<file path="config.mk">
export PLATFORM = sky130hd
export DESIGN_NAME = rmii_rx_port
export DESIGN_NICKNAME = d
export VERILOG_FILES = /design/src/frame_pkg.sv /design/src/rmii_pkg.sv /design/src/fcs_checker.sv /design/src/frame_buffer.sv /design/src/rmii_dibit_assembler.sv /design/src/rmii_rx_port.sv
export SDC_FILE = /design/constraint.sdc
export NUM_CORES = 1
export LEC_CHECK = 0
export ABC_AREA = 1
export ABC_CLOCK_PERIOD_IN_PS = 3150
export BUFFER_PORTS_ARGS = -buffer_cell sky130_fd_sc_hd__buf_4
export CORE_ASPECT_RATIO = 0.7
export CORE_MARGIN = 3
export CORE_UTILIZATION = 25
export DETAILED_ROUTE_END_ITERATION = 12
export PLACE_DENSITY = 0.38
export SYNTH_ARGS = -nofsm -noshare
export SYNTH_HDL_FRONTEND = slang
export SYNTH_SLANG_ARGS = --single-unit
</file>
<file path="constraint.sdc">
create_clock -name clock -period 3.15 [get_ports clock]
set_clock_uncertainty 0.1 [all_clocks]
set_input_delay 0.63 -clock clock [delete_from_list [all_inputs] [get_ports clock]]
set_output_delay 0.63 -clock clock [all_outputs]
set_load 0.1 [all_outputs]
</file>
<file path="src/frame_pkg.sv">
package frame_pkg;

    ////////////////////////////////////////
    // Frame data
    ////////////////////////////////////////

    typedef logic [7:0] byte_t;

    // Bit 8 flags the last byte of a frame
    typedef logic [8:0] rx_word_t;

    ////////////////////////////////////////
    // Ethernet FCS
    ////////////////////////////////////////

    typedef logic [31:0] crc_t;

    // Reflected form of 0x04C11DB7
    localparam crc_t CRC_POLY    = 32'hEDB88320;
    localparam crc_t CRC_INIT    = 32'hFFFFFFFF;

    // Register value once a good frame and its FCS have passed
    localparam crc_t CRC_RESIDUE = 32'hDEBB20E3;

endpackage

</file>
<file path="src/rmii_pkg.sv">
package rmii_pkg;

    ////////////////////////////////////////
    // RMII line level
    ////////////////////////////////////////

    // One RMII data dibit
    // The low pair of each byte goes first on the line
    typedef logic [1:0] dibit_t;

    // Preamble byte 0x55 as seen on the line
    localparam dibit_t DIBIT_PREAMBLE = 2'b01;

    // Last dibit of the delimiter 0xD5
    localparam dibit_t DIBIT_SFD = 2'b11;

    ////////////////////////////////////////
    // Receive assembler FSM
    ////////////////////////////////////////

    typedef enum logic [1:0] {
        HUNT     = 2'd0,
        PREAMBLE = 2'd1,
        DATA     = 2'd2,
        DISCARD  = 2'd3
    } assembler_state_t;

endpackage

</file>
<file path="src/fcs_checker.sv">
`timescale 1ns/1ps

module fcs_checker
    import frame_pkg::*;
(
    input   logic       clock,
    input   logic       rst_n,
    input   byte_t      byte_data,
    input   logic       byte_valid,
    input   logic       frame_end,
    input   logic       frame_error,

    output  logic       frame_good,
    output  logic       frame_bad
);

crc_t   crc;
crc_t   crc_next;
logic   crc_match;

// Eight reflected CRC steps, LSB of the byte first
function automatic crc_t crc_fold(input crc_t crc_in, input byte_t data);
    crc_t value;
    value = crc_in ^ {24'd0, data};
    for (int bit_index = 0; bit_index < 8; bit_index++) begin
        if (value[0]) begin
            value = (value >> 1) ^ CRC_POLY;
        end else begin
            value = value >> 1;
        end
    end
    return value;
endfunction

assign crc_next  = crc_fold(crc, byte_data);
assign crc_match = (crc == CRC_RESIDUE);

always_ff @(posedge clock or negedge rst_n) begin
    if (!rst_n) begin
        crc        <= CRC_INIT;
        frame_good <= 1'b0;
        frame_bad  <= 1'b0;
    end else begin
        frame_good <= 1'b0;
        frame_bad  <= 1'b0;

        if (frame_end) begin
            // Verdict and reload for the next frame
            frame_good <= crc_match && !frame_error;
            frame_bad  <= !(crc_match && !frame_error);
            crc        <= CRC_INIT;
        end else if (byte_valid) begin
            crc <= crc_next;
        end
    end
end

endmodule

</file>
<file path="src/frame_buffer.sv">
`timescale 1ns/1ps

module frame_buffer
    import frame_pkg::*;
#(
    parameter int BUFFER_DEPTH = 64
)(
    input   logic       clock,
    input   logic       rst_n,
    input   byte_t      byte_data,
    input   logic       byte_valid,
    input   logic       frame_end,
    input   logic       frame_good,
    input   logic       frame_bad,
    input   logic       receive_data_enable,

    output  rx_word_t   receive_data,
    output  logic       receive_data_valid
);

localparam int PTR_WIDTH = $clog2(BUFFER_DEPTH);

// Extra top bit tells full from empty
typedef logic [PTR_WIDTH:0] ptr_t;

rx_word_t   memory [BUFFER_DEPTH];

ptr_t       read_pointer;
ptr_t       commit_pointer;
ptr_t       write_pointer;
ptr_t       used_words;

byte_t      pending_byte;
logic       pending_valid;
logic       overflow;

logic       buffer_full;
logic       write_request;
logic       write_enable;
rx_word_t   write_word;
logic       read_pop;

////////////////////////////////////////
// Write side
////////////////////////////////////////

// Counts speculative words too
assign used_words    = write_pointer - read_pointer;
assign buffer_full   = used_words[PTR_WIDTH];

// Held byte goes out when its successor or the frame end shows up
assign write_request = pending_valid && (byte_valid || frame_end);
assign write_enable  = write_request && !buffer_full && !overflow;
assign write_word    = {frame_end, pending_byte};

always_ff @(posedge clock) begin
    if (byte_valid) begin
        pending_byte <= byte_data;
    end
end

always_ff @(posedge clock or negedge rst_n) begin
    if (!rst_n) begin
        pending_valid <= 1'b0;
    end else if (frame_end) begin
        pending_valid <= 1'b0;
    end else if (byte_valid) begin
        pending_valid <= 1'b1;
    end
end

always_ff @(posedge clock) begin
    if (write_enable) begin
        memory[write_pointer[PTR_WIDTH-1:0]] <= write_word;
    end
end

////////////////////////////////////////
// Pointers and frame rollback
////////////////////////////////////////

always_ff @(posedge clock or negedge rst_n) begin
    if (!rst_n) begin
        read_pointer   <= '0;
        commit_pointer <= '0;
        write_pointer  <= '0;
        overflow       <= 1'b0;
    end else begin
        if (read_pop) begin
            read_pointer <= read_pointer + 1'b1;
        end

        if (frame_good && !overflow) begin
            commit_pointer <= write_pointer;
            overflow       <= 1'b0;
        end else if (frame_good || frame_bad) begin
            // Bad or truncated frame is dropped whole
            write_pointer <= commit_pointer;
            overflow      <= 1'b0;
        end else begin
            if (write_enable) begin
                write_pointer <= write_pointer + 1'b1;
            end
            if (write_request && buffer_full) begin
                overflow <= 1'b1;
            end
        end
    end
end

////////////////////////////////////////
// Read side
////////////////////////////////////////

// Only committed words are visible
assign receive_data_valid = (read_pointer != commit_pointer);
assign receive_data       = memory[read_pointer[PTR_WIDTH-1:0]];
assign read_pop           = receive_data_enable && receive_data_valid;

endmodule

</file>
<file path="src/rmii_dibit_assembler.sv">
`timescale 1ns/1ps

module rmii_dibit_assembler
    import rmii_pkg::*;
    import frame_pkg::*;
(
    input   logic       clock,
    input   logic       rst_n,
    input   dibit_t     rmii_receive_data,
    input   logic       rmii_receive_data_enable,
    input   logic       rmii_receive_data_error,

    output  byte_t      byte_data,
    output  logic       byte_valid,
    output  logic       frame_end,
    output  logic       frame_error
);

assembler_state_t   state;
logic   [1:0]       dibit_count;
logic               error_seen;

////////////////////////////////////////
// Byte shift register
////////////////////////////////////////

// New dibit enters at the top, so the first one ends up in bits 1:0
always_ff @(posedge clock) begin
    if ((state == DATA) && rmii_receive_data_enable) begin
        byte_data <= {rmii_receive_data, byte_data[7:2]};
    end
end

////////////////////////////////////////
// Frame FSM
////////////////////////////////////////

always_ff @(posedge clock or negedge rst_n) begin
    if (!rst_n) begin
        state       <= HUNT;
        dibit_count <= 2'd0;
        error_seen  <= 1'b0;
        byte_valid  <= 1'b0;
        frame_end   <= 1'b0;
        frame_error <= 1'b0;
    end else begin
        byte_valid <= 1'b0;
        frame_end  <= 1'b0;

        case (state)
            HUNT: begin
                if (rmii_receive_data_enable) begin
                    error_seen <= rmii_receive_data_error;
                    if (rmii_receive_data == DIBIT_PREAMBLE) begin
                        state <= PREAMBLE;
                    end else begin
                        state <= DISCARD;
                    end
                end
            end

            PREAMBLE: begin
                if (!rmii_receive_data_enable) begin
                    // Carrier lost before the delimiter
                    state <= HUNT;
                end else begin
                    if (rmii_receive_data_error) begin
                        error_seen <= 1'b1;
                    end
                    if (rmii_receive_data == DIBIT_SFD) begin
                        state       <= DATA;
                        dibit_count <= 2'd0;
                    end else if (rmii_receive_data != DIBIT_PREAMBLE) begin
                        state <= DISCARD;
                    end
                end
            end

            DATA: begin
                if (rmii_receive_data_enable) begin
                    dibit_count <= dibit_count + 2'd1;
                    if (dibit_count == 2'd3) begin
                        byte_valid <= 1'b1;
                    end
                    if (rmii_receive_data_error) begin
                        error_seen <= 1'b1;
                    end
                end else begin
                    frame_end   <= 1'b1;
                    // Partial byte at the end counts as an error
                    frame_error <= error_seen || (dibit_count != 2'd0);
                    state       <= HUNT;
                end
            end

            DISCARD: begin
                if (!rmii_receive_data_enable) begin
                    state <= HUNT;
                end
            end

            default: begin
                state <= HUNT;
            end
        endcase
    end
end

endmodule

</file>
<file path="src/rmii_rx_port.sv">
`timescale 1ns/1ps

module rmii_rx_port
    import rmii_pkg::*;
    import frame_pkg::*;
#(
    parameter int BUFFER_DEPTH = 64
)(
    input   logic       clock,
    input   logic       rst_n,
    input   dibit_t     rmii_receive_data,
    input   logic       rmii_receive_data_enable,
    input   logic       rmii_receive_data_error,
    input   logic       receive_data_enable,

    output  rx_word_t   receive_data,
    output  logic       receive_data_valid
);

byte_t      byte_data;
logic       byte_valid;
logic       frame_end;
logic       frame_error;
logic       frame_good;
logic       frame_bad;

// Line to bytes
rmii_dibit_assembler u_rmii_dibit_assembler (
    .clock                      (clock),
    .rst_n                      (rst_n),
    .rmii_receive_data          (rmii_receive_data),
    .rmii_receive_data_enable   (rmii_receive_data_enable),
    .rmii_receive_data_error    (rmii_receive_data_error),

    .byte_data                  (byte_data),
    .byte_valid                 (byte_valid),
    .frame_end                  (frame_end),
    .frame_error                (frame_error)
);

fcs_checker u_fcs_checker (
    .clock                      (clock),
    .rst_n                      (rst_n),
    .byte_data                  (byte_data),
    .byte_valid                 (byte_valid),
    .frame_end                  (frame_end),
    .frame_error                (frame_error),

    .frame_good                 (frame_good),
    .frame_bad                  (frame_bad)
);

// Holds each frame until its verdict
frame_buffer #(
    .BUFFER_DEPTH               (BUFFER_DEPTH)
) u_frame_buffer (
    .clock                      (clock),
    .rst_n                      (rst_n),
    .byte_data                  (byte_data),
    .byte_valid                 (byte_valid),
    .frame_end                  (frame_end),
    .frame_good                 (frame_good),
    .frame_bad                  (frame_bad),
    .receive_data_enable        (receive_data_enable),

    .receive_data               (receive_data),
    .receive_data_valid         (receive_data_valid)
);

endmodule

</file>
==> flow_summary.toml <==
[floorplanning]
dieArea_sq_mm = 0.117
row_count = 102
io_pins = 17
die_h_um = 287
core_region_area_sq_mm = 0.111
start_util_pct = 25.3
die_w_um = 407

[pwr]
power.switching_w = 0.0136
p_clk_share_pct = 23.9
leakage_nw = 12.5
switching_share_pct = 40.5
finalPower_w = 0.0336
pwr-share-comb_pct = 45.5
power.density_mw_per_mm2 = 966
ir_drop_v = 0.00141
p_int_w = 0.0200
p_seq_share_pct = 30.6

[final_layout]
layout_common_cells = "592 x edfxtp_1, 470 x nor2_1, 358 x nand2_1, 294 x o21ai_0, 172 x buf_4"
area_growth_pct = 23.4
drive_gt1_share_pct = 18.3
mostFrequentLayoutCell = "edfxtp_1"
fin_area_sq_mm = 0.0348
num-fill-cells = 11400
nets = 2730

[synthesis]
ys_types = 44
synth_top_area_cell = "edfxtp_1"
synth_area_leaders = "edfxtp_1 63%, nor2_1 6.5%, o21ai_0 5.7%"
syn_avg_cell_area_sq_um = 11.2
synth_nets = 2533
synth-seq-cells = 657
ys.warnings.count = 0
postSynthCellCount = 2512
synth_seq_area_share_pct = 69.0
synth_area_sq_mm = 0.0282
yosysTopAreaCellShare_pct = 63.0

[outcome]
violations = "setup timing"
status = "finished with violations"

[cts]
numCtsBuffers = 70
cts-root-buf = "clkbuf_16"
htreeDepth = 3
cts_buffer_depth = 3
path_clk_slew_ns = 0.06
cts.sink_count = 657
cts_tree = "done"
worstSkewPairLatency_ns = 0.64

[setup_path]
endpoint_kind = "output port"
worstSetupStartpoint = "u_frame_buffer.read_pointer[0]"
path_max_fanout = 9
r2r_slack_ns = 0.09
reg2reg_to = "u_frame_buffer.memory[6][6]"
cp_data_arrival_time_ns = 2.87
reg2reg_depth = 12
worstSetupPathType = "reg -> out"
timing.rr.start = "u_frame_buffer.read_pointer[1]"
startpoint_type = "register"
required_ns = 2.42

[timing]
slew_viol_final = 0
fin_crit_ns = 3.60
rsz0062_at_grt = "true"
layout_setup_ws_ns = -0.447
min_period_over_period_pct = 114
hold_viol = 0
fmax_mhz = 278
relSlewSlack_pct = 36.3
final-setup-viol-count = 9
worstMarginPinSlew_ns = 0.956

[global_routing]
overflow = 0
grt_pass1_vias = 19000
grt_pass1_wl_um = 131000
antenna_found_initial = 3
grt_usage_pct = 15.1
grt_max_degree = 65

[routing]
vias_per_cell = 4.58
wl_met1_um = 46800
dr.pass1.iters = 5
drt_iter0_drc = 1675
wl_met2_um = 36800
wirelength_um = 90400
drc_errors = 0
vias = 19600
dr_wl_met3_um = 5370
post_drt_wl_per_cell_um = 21.2
top_layer = "met4"
drtAntennaViolNets = 0

[placement]
place_hpwl_um = 55200
portBuffers = 16
gp_congestion = 0.790
dp_slack_ns = -0.155
placed_area_sq_mm = 0.0314

[worst_hold_path]
hold_class = "in -> reg"
holdPathStages = 1
hold_start = "rmii_receive_data[0]"
min_to = "u_rmii_dibit_assembler.byte_data[6]"

[job]
maxCapViolations = 0
==> registers in the layout (all words and copies together), names as in the netlist, 2 cells and up <==
register / count
u_frame_buffer.pending_byte: 8
u_rmii_dibit_assembler.byte_data: 8
u_fcs_checker.crc: 32
u_frame_buffer.read_pointer: 7
u_rmii_dibit_assembler.dibit_count: 2
u_frame_buffer.write_pointer: 7
u_frame_buffer.memory: 576
u_rmii_dibit_assembler.state: 2
u_frame_buffer.commit_pointer: 7
==> worst max-delay path by stage <==
stage                                        end  depth (start not counted)
floorplan           u_frame_buffer.memory[11][0]                         13
global placement                 receive_data[0]                         12
detailed placement               receive_data[0]                         12
CTS                              receive_data[1]                         13
global route                     receive_data[5]                         13
finish                           receive_data[1]                         11
==> power groups by stage <==
stage | registers [W] | logic [W] | clock network [W]
floorplan | 0.0103 | 0.00797 | 0
global placement | 0.0105 | 0.0128 | 0
detailed placement | 0.0105 | 0.0128 | 0
CTS | 0.0103 | 0.0147 | 0.00828
global route | 0.0103 | 0.0165 | 0.00867
finish | 0.0103 | 0.0153 | 0.00803
==> cells in the mapped netlist, drive strengths merged <==
master / number
clkinv: 5
dfstp: 32
a31oi: 4
edfxtp: 592
xnor2: 17
o22ai: 46
a21boi: 2
ha: 14
o221ai: 3
a21oi: 25
buf: 79
nand3: 113
o21bai: 4
a32o: 1
nand4: 3
nor4: 5
or2: 16
nand2: 391
clkbuf: 54
o211ai: 71
xor2: 36
dfrtp: 33
nor3b: 1
a211oi: 1
o21ai: 338
a22oi: 1
inv: 131
nor3: 6
nor2: 487
o21a: 1
==> metal layers <==
metal | GRT usage, % | vias to the layer above
met5 | 0 | -
met4 | 2.97 | 0
met3 | 3.16 | 92
met2 | 21.2 | 511
met1 | 23.6 | 9786
li1 | - | 9164
==> stage by stage <==
step / hold WS, ns / instances / util, % / TNS, ns
2_1_floorplan: 0.234 / 2512 / - / -26.77
3_3_place_gp: 0.399 / 4098 / 28.2 / -6.82
3_5_place_dp: 0.407 / 4098 / 28.2 / -3.71
4_1_cts: 0.0245 / 4253 / 30.9 / -3.89
5_1_grt: 0.0396 / 4271 / 31.3 / -4.62
6_report: 0.0841 / 4272 / 31.3 / -3.53
==> worst max-delay path, cell delays in order (launching register included) <==
cell,delay [ns]
dfrtp_4,0.50
buf_6,0.15
buf_12,0.13
buf_16,0.13
buf_4,0.16
o21ai_0,0.16
o22ai_1,0.09
a21oi_1,0.26
nand3_2,0.18
nand3_4,0.15
nand2_4,0.11
buf_12,0.19
==> layout make-up <==
| class | count | area, sq um | area share, % |
|---|---|---|---|
| Sequential cell | 657 | 19500 | 55.9 |
| Multi-Input combinational cell | 1586 | 7850 | 22.6 |
| Timing Repair Buffer | 257 | 2910 | 8.37 |
| Tap cell | 1508 | 1890 | 5.42 |
| Clock buffer | 85 | 1830 | 5.26 |
| Inverter | 136 | 528 | 1.52 |
| Clock inverter | 41 | 330 | 0.949 |
| Timing Repair inverter | 1 | 11.3 | 0.0324 |
| Antenna cell | 1 | 2.50 | 0.00719 |
==> timing repair <==
action	CTS	global route
cloned	8	7
buffers inserted	21	13
pin swaps	53	38
hold endpoints to repair	16	0
resized for setup	134	59
setup endpoints to repair	163	472
hold buffers	1	0
==> cell families (layout without fill, tap and decap cells) <==
group,after synthesis,in the layout,share of synthesized area (%)
buffers and inverters,269,520,4.40
AND/OR/NAND/NOR,1022,1022,14.5
XOR/XNOR,53,53,1.67
adder cells (fa/ha/maj),14,14,0.621
flip-flops,657,657,69.0
AO/OA/AOI/OAI,497,497,9.82
other,0,1,0
No activity file was read; power rests on OpenSTA's default activity.
